[src/hw/aes_dma_pkg.sv]
`default_nettype none

package aes_dma_pkg;

    localparam int WORD_W      = 32;
    localparam int BLOCK_WORDS = 4;
    localparam int KEY_W       = 256;
    localparam int BLOCK_W     = 128;
    localparam int CHUNK_BYTES = 32;
    localparam int WORD_BYTES  = 4;

    ////////////////////
    // Job setup, sampled when start is seen in idle
    typedef struct packed {
        logic [31:0]      num_chunks;
        logic [31:0]      read_base;
        logic [31:0]      write_base;
        logic [KEY_W-1:0] key;
        logic             encdec;
    } job_cfg_t;

    // Single-word BRAM command
    typedef struct packed {
        logic              start_read;
        logic              start_write;
        logic [31:0]       addr;
        logic [WORD_W-1:0] wdata;
    } bram_req_t;

    ////////////////////
    // One AES engine lane
    typedef struct packed {
        logic               init;
        logic               next;
        logic               encdec;
        logic [KEY_W-1:0]   key;
        logic [BLOCK_W-1:0] block;
    } engine_req_t;

    typedef struct packed {
        logic               ready;
        logic [BLOCK_W-1:0] result;
    } engine_rsp_t;

    typedef enum logic [1:0] {
        MOVER_IDLE,
        MOVER_READ,
        MOVER_WRITE
    } mover_op_t;

endpackage

`default_nettype wire

[src/hw/aes_dma_top.sv]
`timescale 1ns/100ps
`default_nettype none

module aes_dma_top #(
    parameter int ADDR_W = 32
) (
    input  wire logic                               aes_clk,
    input  wire logic                               aes_rst_n,
    input  wire logic                               start,
    input  wire aes_dma_pkg::job_cfg_t              cfg,
    output logic                                    complete,
    output aes_dma_pkg::bram_req_t                  bram,
    input  wire logic                               bram_complete,
    input  wire logic [aes_dma_pkg::WORD_W-1:0]     bram_rdata,
    output aes_dma_pkg::engine_req_t                eng0_req,
    output aes_dma_pkg::engine_req_t                eng1_req,
    input  wire aes_dma_pkg::engine_rsp_t           eng0_rsp,
    input  wire aes_dma_pkg::engine_rsp_t           eng1_rsp
);

    aes_dma_pkg::mover_op_t             mover_op;
    logic [ADDR_W-1:0]                  mover_addr;
    logic [aes_dma_pkg::BLOCK_W-1:0]    wblock;
    logic                               mover_done;
    logic                               key_init;
    logic [1:0]                         lane_go;
    logic [1:0]                         lane_load;
    logic [1:0]                         lane_done;
    logic [aes_dma_pkg::BLOCK_W-1:0]    lane_result0;
    logic [aes_dma_pkg::BLOCK_W-1:0]    lane_result1;
    logic [aes_dma_pkg::WORD_W-1:0]     rd_word;
    logic [1:0]                         rd_index;
    logic                               rd_strobe;

    chunk_sequencer #(
        .ADDR_W (ADDR_W)
    ) u_seq (
        .aes_clk       (aes_clk),
        .aes_rst_n     (aes_rst_n),
        .start         (start),
        .cfg           (cfg),
        .complete      (complete),
        .key_init      (key_init),
        .mover_op      (mover_op),
        .mover_addr    (mover_addr),
        .wblock        (wblock),
        .mover_done    (mover_done),
        .lane_go       (lane_go),
        .lane_load     (lane_load),
        .lane_done     (lane_done),
        .lane_result0  (lane_result0),
        .lane_result1  (lane_result1),
        .engines_ready ({eng1_rsp.ready, eng0_rsp.ready})
    );

    bram_mover #(
        .ADDR_W (ADDR_W)
    ) u_mover (
        .aes_clk       (aes_clk),
        .aes_rst_n     (aes_rst_n),
        .op            (mover_op),
        .base          (mover_addr),
        .wblock        (wblock),
        .bram          (bram),
        .bram_complete (bram_complete),
        .bram_rdata    (bram_rdata),
        .rd_word       (rd_word),
        .rd_index      (rd_index),
        .rd_strobe     (rd_strobe),
        .done          (mover_done)
    );

    // Read words land in whichever lane the sequencer is filling
    cipher_lane u_lane0 (
        .aes_clk    (aes_clk),
        .aes_rst_n  (aes_rst_n),
        .rd_word    (rd_word),
        .rd_index   (rd_index),
        .rd_load    (rd_strobe & lane_load[0]),
        .go         (lane_go[0]),
        .key_init   (key_init),
        .cfg_key    (cfg.key),
        .cfg_encdec (cfg.encdec),
        .req        (eng0_req),
        .rsp        (eng0_rsp),
        .done       (lane_done[0]),
        .result     (lane_result0)
    );

    cipher_lane u_lane1 (
        .aes_clk    (aes_clk),
        .aes_rst_n  (aes_rst_n),
        .rd_word    (rd_word),
        .rd_index   (rd_index),
        .rd_load    (rd_strobe & lane_load[1]),
        .go         (lane_go[1]),
        .key_init   (key_init),
        .cfg_key    (cfg.key),
        .cfg_encdec (cfg.encdec),
        .req        (eng1_req),
        .rsp        (eng1_rsp),
        .done       (lane_done[1]),
        .result     (lane_result1)
    );

endmodule

`default_nettype wire

[src/hw/bram_mover.sv]
`timescale 1ns/100ps
`default_nettype none

module bram_mover #(
    parameter int ADDR_W = 32
) (
    input  wire logic                               aes_clk,
    input  wire logic                               aes_rst_n,
    input  wire aes_dma_pkg::mover_op_t             op,
    input  wire logic [ADDR_W-1:0]                  base,
    input  wire logic [aes_dma_pkg::BLOCK_W-1:0]    wblock,
    output aes_dma_pkg::bram_req_t                  bram,
    input  wire logic                               bram_complete,
    input  wire logic [aes_dma_pkg::WORD_W-1:0]     bram_rdata,
    output logic [aes_dma_pkg::WORD_W-1:0]          rd_word,
    output logic [1:0]                              rd_index,
    output logic                                    rd_strobe,
    output logic                                    done
);

    localparam int W = aes_dma_pkg::WORD_W;
    localparam int REST_W = aes_dma_pkg::BLOCK_W - W;

    typedef enum logic [1:0] {
        M_IDLE,
        M_XFER,
        M_GAP
    } mstate_t;

    mstate_t                mstate;
    aes_dma_pkg::mover_op_t op_q;
    logic                   start_q;
    logic [1:0]             idx_q;
    logic [ADDR_W-1:0]      addr_q;
    logic [W-1:0]           wdata_q;
    logic [REST_W-1:0]      wrest_q;

    always_comb begin
        bram.start_read  = start_q && (op_q == aes_dma_pkg::MOVER_READ);
        bram.start_write = start_q && (op_q == aes_dma_pkg::MOVER_WRITE);
        bram.addr        = 32'(addr_q);
        bram.wdata       = wdata_q;
    end

    ////////////////////
    // Word sequencing
    always_ff @(posedge aes_clk or negedge aes_rst_n) begin
        if (!aes_rst_n) begin
            mstate    <= M_IDLE;
            op_q      <= aes_dma_pkg::MOVER_IDLE;
            start_q   <= 1'b0;
            idx_q     <= '0;
            rd_strobe <= 1'b0;
            done      <= 1'b0;
        end else begin
            rd_strobe <= 1'b0;
            done      <= 1'b0;
            case (mstate)
                M_IDLE: begin
                    if (op != aes_dma_pkg::MOVER_IDLE) begin
                        op_q    <= op;
                        idx_q   <= '0;
                        start_q <= 1'b1;
                        mstate  <= M_XFER;
                    end
                end
                M_XFER: begin
                    if (bram_complete) begin
                        start_q   <= 1'b0;
                        rd_strobe <= (op_q == aes_dma_pkg::MOVER_READ);
                        if (idx_q == 2'(aes_dma_pkg::BLOCK_WORDS - 1)) begin
                            done   <= 1'b1;
                            mstate <= M_IDLE;
                        end else begin
                            mstate <= M_GAP;
                        end
                    end
                end
                M_GAP: begin
                    // One quiet cycle between words
                    start_q <= 1'b1;
                    idx_q   <= idx_q + 2'd1;
                    mstate  <= M_XFER;
                end
                default: mstate <= M_IDLE;
            endcase
        end
    end

    // Address, write data and captured read word
    always_ff @(posedge aes_clk) begin
        case (mstate)
            M_IDLE: begin
                addr_q  <= base;
                wdata_q <= wblock[aes_dma_pkg::BLOCK_W-1 -: W];
                wrest_q <= wblock[REST_W-1:0];
            end
            M_XFER: begin
                if (bram_complete) begin
                    rd_word  <= bram_rdata;
                    rd_index <= idx_q;
                end
            end
            M_GAP: begin
                addr_q  <= addr_q + ADDR_W'(aes_dma_pkg::WORD_BYTES);
                wdata_q <= wrest_q[REST_W-1 -: W];
                wrest_q <= wrest_q << W;
            end
            default: begin
            end
        endcase
    end

    // Op withdrawn in the done cycle, so the idle mover does not restart
    a_op_dropped: assert property (@(posedge aes_clk) disable iff (!aes_rst_n)
        done |-> op == aes_dma_pkg::MOVER_IDLE);

    // Request held steady until the memory answers
    a_req_hold: assert property (@(posedge aes_clk) disable iff (!aes_rst_n)
        start_q && !bram_complete |=> start_q && $stable(bram));

endmodule

`default_nettype wire

[src/hw/chunk_sequencer.sv]
`timescale 1ns/100ps
`default_nettype none

module chunk_sequencer #(
    parameter int ADDR_W = 32
) (
    input  wire logic                               aes_clk,
    input  wire logic                               aes_rst_n,
    input  wire logic                               start,
    input  wire aes_dma_pkg::job_cfg_t              cfg,
    output logic                                    complete,
    output logic                                    key_init,
    output aes_dma_pkg::mover_op_t                  mover_op,
    output logic [ADDR_W-1:0]                       mover_addr,
    output logic [aes_dma_pkg::BLOCK_W-1:0]         wblock,
    input  wire logic                               mover_done,
    output logic [1:0]                              lane_go,
    output logic [1:0]                              lane_load,
    input  wire logic [1:0]                         lane_done,
    input  wire logic [aes_dma_pkg::BLOCK_W-1:0]    lane_result0,
    input  wire logic [aes_dma_pkg::BLOCK_W-1:0]    lane_result1,
    input  wire logic [1:0]                         engines_ready
);

    localparam logic [ADDR_W-1:0] CHUNK_STEP = ADDR_W'(aes_dma_pkg::CHUNK_BYTES);
    localparam logic [ADDR_W-1:0] HALF_STEP  = ADDR_W'(aes_dma_pkg::CHUNK_BYTES / 2);

    typedef enum logic [3:0] {
        S_IDLE,
        S_KEY_INIT,
        S_KEY_WAIT,
        S_READ_A,
        S_GO_A,
        S_READ_B,
        S_GO_B,
        S_WRITE_A,
        S_WRITE_B,
        S_NEXT_CHUNK
    } state_t;

    state_t                         state;
    logic [31:0]                    chunks_left;
    logic [ADDR_W-1:0]              rd_ptr;
    logic [ADDR_W-1:0]              wr_ptr;
    logic [aes_dma_pkg::KEY_W-1:0]  key_q;
    logic                           key_loaded;
    logic                           new_key;

    assign new_key = !key_loaded || (cfg.key != key_q);

    ////////////////////
    // Decode toward mover and lanes
    always_comb begin
        key_init   = (state == S_KEY_INIT);
        lane_go    = {state == S_GO_B, state == S_GO_A};
        lane_load  = {state == S_READ_B, state == S_READ_A};
        mover_op   = aes_dma_pkg::MOVER_IDLE;
        mover_addr = rd_ptr;
        wblock     = lane_result0;
        // Op drops in the done cycle so the idle mover does not restart
        case (state)
            S_READ_A: begin
                if (!mover_done) begin
                    mover_op = aes_dma_pkg::MOVER_READ;
                end
            end
            S_READ_B: begin
                mover_addr = rd_ptr + HALF_STEP;
                if (!mover_done) begin
                    mover_op = aes_dma_pkg::MOVER_READ;
                end
            end
            S_WRITE_A: begin
                mover_addr = wr_ptr;
                if (lane_done[0] && !mover_done) begin
                    mover_op = aes_dma_pkg::MOVER_WRITE;
                end
            end
            S_WRITE_B: begin
                mover_addr = wr_ptr + HALF_STEP;
                wblock     = lane_result1;
                if (lane_done[1] && !mover_done) begin
                    mover_op = aes_dma_pkg::MOVER_WRITE;
                end
            end
            default: begin
            end
        endcase
    end

    ////////////////////
    // Job FSM
    always_ff @(posedge aes_clk or negedge aes_rst_n) begin
        if (!aes_rst_n) begin
            state       <= S_IDLE;
            chunks_left <= '0;
            rd_ptr      <= '0;
            wr_ptr      <= '0;
            key_loaded  <= 1'b0;
            complete    <= 1'b0;
        end else begin
            complete <= 1'b0;
            case (state)
                S_IDLE: begin
                    if (start) begin
                        chunks_left <= cfg.num_chunks;
                        rd_ptr      <= cfg.read_base[ADDR_W-1:0];
                        wr_ptr      <= cfg.write_base[ADDR_W-1:0];
                        if (cfg.num_chunks == '0) begin
                            complete <= 1'b1;
                        end else if (new_key) begin
                            key_loaded <= 1'b1;
                            state      <= S_KEY_INIT;
                        end else begin
                            state <= S_READ_A;
                        end
                    end
                end
                S_KEY_INIT: state <= S_KEY_WAIT;
                S_KEY_WAIT: begin
                    if (&engines_ready) begin
                        state <= S_READ_A;
                    end
                end
                S_READ_A: begin
                    if (mover_done) begin
                        state <= S_GO_A;
                    end
                end
                S_GO_A: state <= S_READ_B;
                S_READ_B: begin
                    if (mover_done) begin
                        state <= S_GO_B;
                    end
                end
                S_GO_B: state <= S_WRITE_A;
                S_WRITE_A: begin
                    if (mover_done) begin
                        state <= S_WRITE_B;
                    end
                end
                S_WRITE_B: begin
                    if (mover_done) begin
                        state <= S_NEXT_CHUNK;
                    end
                end
                S_NEXT_CHUNK: begin
                    if (chunks_left == 32'd1) begin
                        complete <= 1'b1;
                        state    <= S_IDLE;
                    end else begin
                        chunks_left <= chunks_left - 32'd1;
                        rd_ptr      <= rd_ptr + CHUNK_STEP;
                        wr_ptr      <= wr_ptr + CHUNK_STEP;
                        state       <= S_READ_A;
                    end
                end
                default: state <= S_IDLE;
            endcase
        end
    end

    // Key of the last job that went through init
    always_ff @(posedge aes_clk) begin
        if (state == S_IDLE && start && cfg.num_chunks != '0) begin
            key_q <= cfg.key;
        end
    end

    // A lane is restarted only after it reported its result
    for (genvar n = 0; n < 2; n++) begin : g_go_check
        a_go_after_done: assert property (@(posedge aes_clk) disable iff (!aes_rst_n)
            lane_go[n] |=> !lane_go[n] until lane_done[n]);
    end

endmodule

`default_nettype wire

[src/hw/cipher_lane.sv]
`timescale 1ns/100ps
`default_nettype none

module cipher_lane (
    input  wire logic                               aes_clk,
    input  wire logic                               aes_rst_n,
    input  wire logic [aes_dma_pkg::WORD_W-1:0]     rd_word,
    input  wire logic [1:0]                         rd_index,
    input  wire logic                               rd_load,
    input  wire logic                               go,
    input  wire logic                               key_init,
    input  wire logic [aes_dma_pkg::KEY_W-1:0]      cfg_key,
    input  wire logic                               cfg_encdec,
    output aes_dma_pkg::engine_req_t                req,
    input  wire aes_dma_pkg::engine_rsp_t           rsp,
    output logic                                    done,
    output logic [aes_dma_pkg::BLOCK_W-1:0]         result
);

    // Word 0 is the most significant
    logic [0:aes_dma_pkg::BLOCK_WORDS-1][aes_dma_pkg::WORD_W-1:0] block_q;
    logic busy_q;
    logic hold_q;
    logic capture;

    always_comb begin
        req.init   = key_init;
        req.next   = go;
        req.encdec = cfg_encdec;
        req.key    = cfg_key;
        req.block  = block_q;
    end

    // Ready is not trusted in the first cycle after next
    assign capture = busy_q && !hold_q && rsp.ready;

    ////////////////////
    // Block assembly and result capture
    always_ff @(posedge aes_clk) begin
        if (rd_load) begin
            block_q[rd_index] <= rd_word;
        end
        if (capture) begin
            result <= rsp.result;
        end
    end

    always_ff @(posedge aes_clk or negedge aes_rst_n) begin
        if (!aes_rst_n) begin
            busy_q <= 1'b0;
            hold_q <= 1'b0;
            done   <= 1'b0;
        end else begin
            hold_q <= go;
            if (go) begin
                busy_q <= 1'b1;
                done   <= 1'b0;
            end else if (capture) begin
                busy_q <= 1'b0;
                done   <= 1'b1;
            end
        end
    end

    a_next_when_ready: assert property (@(posedge aes_clk) disable iff (!aes_rst_n)
        req.next |-> rsp.ready);

endmodule

`default_nettype wire

[config.mk]
export PLATFORM = sky130hd
export DESIGN_NAME = aes_dma_top
export DESIGN_NICKNAME = d
export VERILOG_FILES = /design/src/hw/aes_dma_pkg.sv /design/src/hw/aes_dma_top.sv /design/src/hw/bram_mover.sv /design/src/hw/chunk_sequencer.sv /design/src/hw/cipher_lane.sv
export SDC_FILE = /design/constraint.sdc
export NUM_CORES = 1
export LEC_CHECK = 0
export ABC_AREA = 1
export BUFFER_PORTS_ARGS = -buffer_cell sky130_fd_sc_hd__buf_2
export CAP_MARGIN = 40
export CELL_PAD_IN_SITES_DETAIL_PLACEMENT = 0
export CELL_PAD_IN_SITES_GLOBAL_PLACEMENT = 1
export CORE_AREA = 2 2 581 583
export DETAILED_ROUTE_END_ITERATION = 8
export DIE_AREA = 0 0 583 585
export HOLD_SLACK_MARGIN = 0.15
export PLACE_DENSITY = 0.35
export SETUP_SLACK_MARGIN = 0.1
export SYNTH_ARGS = -nofsm -noshare
export SYNTH_HDL_FRONTEND = slang
export SYNTH_SLANG_ARGS = --single-unit
[constraint.sdc]
create_clock -name aes_clk -period 23.9 [get_ports aes_clk]
set_input_delay 2.39 -clock aes_clk [delete_from_list [all_inputs] [get_ports aes_clk]]
set_output_delay 2.39 -clock aes_clk [all_outputs]
set_load 0.05 [all_outputs]
# Word-level counts from Yosys, hierarchy flattened
# Index checks and enable logic that the tools add are counted.
# Widths: inputs -> output; s select.
[word_totals]
reg_bits = 1079
input_bits = 647
wordCells = 167
[classes]
addsub = 7
order_cmp = 2
eq_ne = 26
mux = 58
bitwise_logic = 4
reduce_logical = 36
[op_table]
columns = ["cell", "n"]
rows = [
  ["$pmux 32 s2", 5],
  ["$bwmux 128", 2],
  ["$ne 256x256->1", 1],
  ["$mux 32", 7],
  ["$pmux 96 s2", 1],
  ["$mux 128", 1],
  ["$pmux 32 s3", 1],
  ["$add 32x5->32 const B", 2],
  ["$add 32x6->32 const B", 2],
  ["$demux 32 s2", 1],
  ["$pmux 4 s10", 1],
  ["$add 32x3->32 const B", 1],
  ["$eq 32x1->1 const B", 1],
  ["$logic_not 32->1", 1],
  ["$reduce_bool 32->1", 1],
  ["$sub 32x1->32 const B", 1],
  ["$mux 4", 7],
  ["$mux 1", 19],
  ["$eq 4x3->1 const B", 4],
  ["$mux 2", 8],
  ["$ne 2x1->1 const B", 6],
  ["$pmux 2 s3", 2],
  ["$logic_and 1x1->1", 11],
  ["$reduce_and 2->1", 5],
  ["other kinds (25)", 42],
]

# Depth between registers and ports, before layout
# Gate-level depths: netlist of the first run.
[depth]
ltp_word = 7
mapped_depth = 18
mapped_depth_nobuf = 17

# Cells and area by module
# A second synthesis of the first run with hierarchy kept.
[hier_totals]
hier_cells = 4983
area_unflattened_um2 = 50684.9
[modules_own_cells]
columns = ["mod", "instances", "cells_each", "area_each_um2", "seq_area_each_um2"]
rows = [
  ["chunk_sequencer", 1, 3034, 22260.1, 10239.8],
  ["cipher_lane", 2, 533, 9775.6, 7762.4],
  ["bram_mover", 1, 879, 8858.5, 6050.8],
  ["aes_dma_top", 1, 4, 15.0, 0.0],
]

# Worst setup path before layout of the first run
# OpenSTA, ideal clock, no wires.
[synth_path]
path_type = "input port to flip-flop"
from = "input port cfg[337] (netlist bit)"
to = "register u_seq.key_loaded"
arrival_time_ps = 14376
t_required_ps = 23765
slack_ps = 9388
cell_stages = 7
n_path_buf = 0
path_cell_list = "inv_1 -> nand3_1 -> nor2_1 -> nand3_1 -> nor2_1 -> nor2_1 -> or2_2"
[synth_via]
elab_chain_len = 3
[synth_rtl]
columns = ["element", "line", "rtl"]
rows = [
  ["from (decl)", "aes_dma_top.sv:10", "input wire aes_dma_pkg::job_cfg_t cfg,"],
  ["$logic_not 32->1", "chunk_sequencer.sv:109", "if (cfg.num_chunks == '0) begin"],
  ["$not 1->1 (no line)", "--", ""],
  ["$reduce_and 4->1 (no line)", "--", ""],
  ["to (signal assigned)", "chunk_sequencer.sv:99", "key_loaded <= 1'b0;"],
  ["to (signal assigned)", "chunk_sequencer.sv:112", "key_loaded <= 1'b1;"],
  ["to (decl)", "chunk_sequencer.sv:46", "logic key_loaded;"],
]
# Every way passes these cells.
# A chain may end at the register's enable or synchronous reset.

# Final worst setup path of the first run
[layout_path]
from = "input port cfg[153] (netlist bit)"
to = "output port eng0_req[280] (netlist bit)"
[layout_lines]
columns = ["element", "line", "rtl"]
rows = [
  ["to (decl)", "aes_dma_top.sv:15", "output aes_dma_pkg::engine_req_t eng0_req,"],
]
# No word-level cell between the ends.

==> metrics, run 1 <==
post-synth design cell area roughly 0.050 mm2; Routed Antenna Nets 0; via count roughly 38000; Nets 6362; Core Box Area ~0.34 mm2; sequential area share after synthesis 0.6425; CTS tree yes; TritonCTS Buffers 149; Slew headroom 0.3882; Vias/cell approximately 3.7; Clk Latency, worst-skew pair around 810 ps; CP Cell Sequence buf_2 -> buf_2; Setup Skew around 48 ps; Setup crit start kind primary input; Fillers roughly 37000; GPL Wtd Cong 0.8834; worst slack at placement 18260 ps; die span in y just under 600 um; htree depth 4; # setup viols final 0; initial antenna violation count roughly 120; maximum vdd drop 65.00 uV; CTS max path bufs 4; area of the multi-input gates about 0.012 mm2; clock period minus worst slack ~5600 ps; clk root buf clkbuf_16; fin. max-slew vios 0; Power Dens Cells 110.6 mW/mm2; FMAX between 150 and 200 MHz; vias in the first global route 37090; CP top delay family buffers and inverters; drt total wl 261000 um; syn_area_per_cell between 10 and 15 um2; # clock sinks between 1000 and 1500; status finished clean; Crit path largest cell delay roughly 430 ps; Total Routing Usage GR 0.1468; setup TNS 0 ps; fin crit share 0.2346; post-DR wirelength/cell 25.45 um; GRT Residual Overflow 0; largest net degree at the start of global routing around 120; setup ws final 18290 ps; Ports around 1500; Worst Path Buf+Inv 2; ratio of cells with drive above 1 in the final layout 0.3090; first-pass GRT wire length between 300000 and 400000 um; initial DRC count around 2800; Data arrival, critical path between 3000 and 4000 ps; Setup CP Type in2out; leakage ~26 nW; Hold-fix buffers, CTS 0; Crit-path slowest cell buf_2; Initial Util 0.1477; CP required approximately 22000 ps; Post-DP HPWL ~200000 um; Netlist cell types just over 50; Register Area approximately 0.032 mm2; Die ar. 0.3411 mm2; Chip Width 583 um; Syn Inst Count 4667; Port Buffer Count between 1000 and 1500; YS warnings 0; Worst-Margin Slew around 920 ps; number of iterations in the first detailed-routing pass 5; area delta synth->final 28.07%; Remaining DRCs 0; RSZ-0062 raised after global routing false; Std-Cell Rows ~210; crit end category output port; critical path peak fanout 4; setup bufs post-CTS 0; Syn Nets ~5300; Max Cap Viol 0; most frequent CP cell buf_2; #FFs+latches synth approximately 1100; clock transition at the registers of the reported paths 60 ps; Fin. Hold Viols 0; Worst Hold Class reg2reg; post-CTS resize count 0
## kinds of logic after synthesis
group                      synth area share
buffers and inverters                0.1229
DFF                                  0.6425
xor gates and xnor gates            0.01645
muxes                              0.002047
adders and majority gates          0.001769
and+or+nand+nor                      0.1502
AOI/OAI and AO/OA                   0.06413
## cells in the mapped netlist, drive strengths merged
| master | number | area (um2) |
|---|---|---|
| nand2 | 1008 | 3796 |
| edfxtp | 962 | 28890 |
| nor2 | 566 | 2187 |
| buf | 560 | 4113 |
| inv | 446 | 1674 |
| o21ai | 287 | 1448 |
| nand3 | 136 | 680.7 |
| a31oi | 124 | 775.7 |
| dfrtp | 117 | 2928 |
| clkbuf | 79 | 299.0 |
| nor3 | 63 | 315.3 |
| xor2 | 58 | 508.0 |
| a21oi | 46 | 230.2 |
| xnor2 | 35 | 306.5 |
| o22ai | 24 | 150.1 |
| nand4 | 23 | 143.9 |
| nor4 | 21 | 143.9 |
| a221oi | 19 | 166.4 |
| o211ai | 17 | 127.6 |
| a22oi | 14 | 105.1 |
| or2 | 11 | 68.82 |
| mux2 | 9 | 101.4 |
| ha | 7 | 87.58 |
| o21bai | 6 | 45.04 |
| and2 | 4 | 25.02 |
| nand3b | 4 | 30.03 |
| a32oi | 3 | 26.28 |
| nor3b | 3 | 22.52 |
| o221ai | 3 | 26.28 |
| o31ai | 2 | 15.01 |
| a22o | 1 | 8.760 |
| a2bb2oi | 1 | 8.760 |
| a31o | 1 | 8.760 |
| a41oi | 1 | 8.760 |
| and3 | 1 | 6.260 |
| and3b | 1 | 8.760 |
| nor4b | 1 | 8.760 |
| o2111ai | 1 | 8.760 |
| o21a | 1 | 7.510 |
| o32ai | 1 | 8.760 |
## stage by stage
stage / power (W) / utilization / cells / area (um2) / hold slack [ps]
finish: 0.007016 / 0.1891 / 10260 / 63410 / 492.7
global route: 0.007418 / 0.1890 / 10230 / 63350 / 519.0
CTS: 0.007174 / 0.1889 / 10230 / 63330 / 495.9
detailed placement: 0.004905 / 0.1750 / 9964 / 58670 / 492.5
global placement: 0.004895 / 0.1743 / 9955 / 58450 / 484.9
floorplan: 0.004168 / - / 4667 / 49520 / 434.4
## sequential cells by signal, indices dropped and copies added, names as in the netlist, 96 cells and up
signal / flops
u_seq.key_q: 256
u_lane0.req: 128
u_lane0.result: 128
u_lane1.req: 128
u_lane1.result: 128
u_mover.wrest_q: 96
## worst paths after layout
path | startpoint | to | slack, ps | cells past startpoint
min reg2reg | u_mover.op_q[1]$_DFFE_PN0P_ | u_mover.rd_strobe$_DFF_PN0_ | 490 | 1
min | u_mover.op_q[1]$_DFFE_PN0P_ | u_mover.rd_strobe$_DFF_PN0_ | 490 | 1
max reg2reg | u_seq.state[1]$_DFFE_PN0P_ | u_seq.key_q[225]$_DFFE_PP_ | 19340 | 8
max in group asynchronous | aes_rst_n | u_lane1.busy_q$_DFFE_PN0P_ | 21390 | 2
min in group asynchronous | aes_rst_n | u_seq.chunks_left[5]$_DFFE_PN0P_ | 1450 | 1
max | cfg[153] | eng0_req[280] | 18290 | 2
## power breakdown
part / switching, W / internal [W]
clock network: 0.000926 / 0.00127
registers: 0.000314 / 0.00259
logic: 0.00145 / 0.000458
## area by class of cell
type,count,share of cell area
clock buffer,180,0.06128
timing repair buffer,1529,0.1251
inverter,446,0.02666
sequential,1079,0.5017
antenna,32,0.001263
tap,4407,0.08695
clock inverter,81,0.01233
multi-input combinational,2503,0.1847
## metal layers
| layer | GRT usage | routed length [um] |
|---|---|---|
| met4 | 0.04990 | 9850 |
| met2 | 0.2362 | 119100 |
| met1 | 0.1838 | 111100 |
| met5 | 0.001121 | 632 |
| met3 | 0.04757 | 20390 |
## layout by cell type, fill, tap and decap left out, types with 28 or more instances in the layout
cell       count
nor2_1       546
dfrtp_1      117
buf_4         35
nand3_1      136
clkbuf_1      28
edfxtp_1     962
a21oi_1       46
diode_2       32
nor3_1        55
clkinv_1      30
xnor2_1       35
buf_2       1484
a31oi_1      124
inv_1        439
clkbuf_16    150
nand2_1     1001
o21ai_0      282
xor2_1        58
Note: power is estimated with default switching activity, not from simulation.
==> run 2: changes to the inputs <==
PLACE_DENSITY = 0.36   (was 0.35)
clock period = 4.7 ns   (was 23.9 ns; I/O delays follow)
==> run 2 against run 1 <==
Against the previous run:
- clock power grew to 5.0 times the previous value
- final area grew 10%
- clock skew shrank 17 ps
- core utilization grew 1.9 points
- via count grew 7.6%
- first-iteration DRC count grew 4.1%
- final cell count grew 6.4%
- critical path depth grew 3
- setup slack lost 17000 ps
- non-clock buffer count grew 654
- sequential power grew to 5.1 times the previous value
- total power grew to 5.2 times the previous value
- critical endpoint is now eng0_req[385]
==> metrics, run 2 (synthesis gave the netlist of run 1 again) <==
status finished clean; Setup Skew between 30 and 40 ps; Worst Hold Class in2async; Hold-fix buffers, CTS ~650; Power Dens Cells 518.0 mW/mm2; Clk Latency, worst-skew pair between 800 and 900 ps; commonest non-fill, non-tap cell in the layout buf_2; initial antenna violation count 73; Chip Width approximately 600 um; Core Box Area between 0.3 and 0.4 mm2; clk root buf clkbuf_16; Ports about 1500; fin crit share 0.6685; post-layout util 0.2083; Worst Path Buf+Inv 3; first-pass GRT wire length 356100 um; Crit path largest cell delay between 400 and 500 ps; # setup viols final 0; CP Capture Point eng0_req[385]; Vias/cell 3.712; post-DR wirelength/cell 24.78 um; Post-DP HPWL around 210000 um; CTS max path bufs 4; max reg flops 256; vias in the first global route 40410; Setup crit start kind flip-flop; Setup CP Type reg2out; via count a little over 40000; Total Routing Usage GR 0.1520; Crit. path cell count 5; FF-to-FF setup slack approximately 1700 ps; GRT Residual Overflow 0; maximum vdd drop between 200 and 300 uV; CP Cell Sequence nor2_4 -> buf_4 -> inv_1 -> nor2_1 -> buf_2; Placed Cells 9970; TritonCTS Buffers 150; initial DRC count ~3000; Worst-Margin Slew 1058 ps; area delta synth->final 41.02%; Std-Cell Rows between 200 and 250; r2r startpoint u_seq.state[1]$_DFFE_PN0P_; number of iterations in the first detailed-routing pass 5; R2R depth 16; RSZ-0062 raised after global routing false; Slew headroom 0.2950; FMAX approximately 320 MHz; clock transition at the registers of the reported paths ~50 ps; Fin. Hold Viols 0; Top reg by flops u_seq.key_q; Die ar. 0.3411 mm2; Crit-path slowest cell dfrtp_1; CP required 4230 ps; GPL Wtd Cong between 0.9 and 1; Port Buffer Count around 1500; ratio of cells with drive above 1 in the final layout 0.2779; CP startpoint u_seq.state[1]$_DFFE_PN0P_; critical path peak fanout 26; post-CTS resize count 0; htree depth 4; Initial Util 0.1477; die span in y between 500 and 600 um; CP top delay family buffers and inverters; CTS tree yes; drt total wl 270300 um; hold slack approximately 260 ps; Routed Antenna Nets 0; clock period minus worst slack ~3100 ps; Nets 7017; crit end category output port; setup bufs post-CTS 0; Max Cap Viol 0; leakage approximately 28 nW; fin. max-slew vios 0; Cell Count, Final, Fillers Out 10910; Data arrival, critical path around 2700 ps; RR Endpoint u_mover.addr_q[30]$_DFFE_PN_; Remaining DRCs 0; commonest cells after routing, fill and taps aside 1484 x buf_2, 999 x nand2_1, 962 x edfxtp_1; largest net degree at the start of global routing 140; # clock sinks 1079
-- run 2: metal layers --
metal,routed length (um),share of wire,track usage
met2,123400,0.46,0.2446
met1,115500,0.43,0.1910
met4,10820,0.040,0.05721
met3,20480,0.076,0.04458
met5,140,0.00052,0.004483
-- run 2: layout make-up --
class	count	area, um2
inverters	446	1689
clock buffers	187	3976
clock inverters	69	580.6
repair buffers	2183	14440
fillers	36700	265400
flip-flops and latches	1079	31820
well taps	4407	5514
diodes	37	92.59
multi-input cells	2503	11730
-- run 2: tightest hold or removal path: cells and delay by family --
kind                   cells  cell delay, ps
buffers and inverters      3            1000
-- run 2: per-stage QoR --
step | TNS (ps) | setup WS, ps | instance area [um2] | power, W
after CTS | 0 | 1428 | 69740 | 0.03690
after global placement | 0 | 686.2 | 58620 | 0.02509
final | 0 | 1558 | 69830 | 0.03617
after detailed placement | 0 | 1147 | 58700 | 0.02505
after floorplan | -90050 | -357.6 | 49540 | 0.02096
after global routing | 0 | 1336 | 69800 | 0.03817
-- run 2: worst min-delay path by stage --
stage | end | slack (ps) | depth (start not counted)
final | u_seq.wr_ptr[24]$_DFFE_PN0P_ | 260 | 3
after CTS | u_seq.wr_ptr[25]$_DFFE_PN0P_ | 200 | 3
after detailed placement | u_seq.chunks_left[30]$_DFFE_PN0P_ | 280 | 1
after global routing | u_seq.wr_ptr[25]$_DFFE_PN0P_ | 230 | 3
after floorplan | u_lane0.busy_q$_DFFE_PN0P_ | 170 | 0
after global placement | u_seq.key_loaded$_DFFE_PN0P_ | 460 | 1
-- run 2: where the power goes --
part	total [W]	leakage (nW)	internal (W)	switching, W
registers	0.0148	10.4	0.0132	0.00166
clock network	0.0110	2.20	0.00633	0.00468
logic	0.0103	15.9	0.00269	0.00762
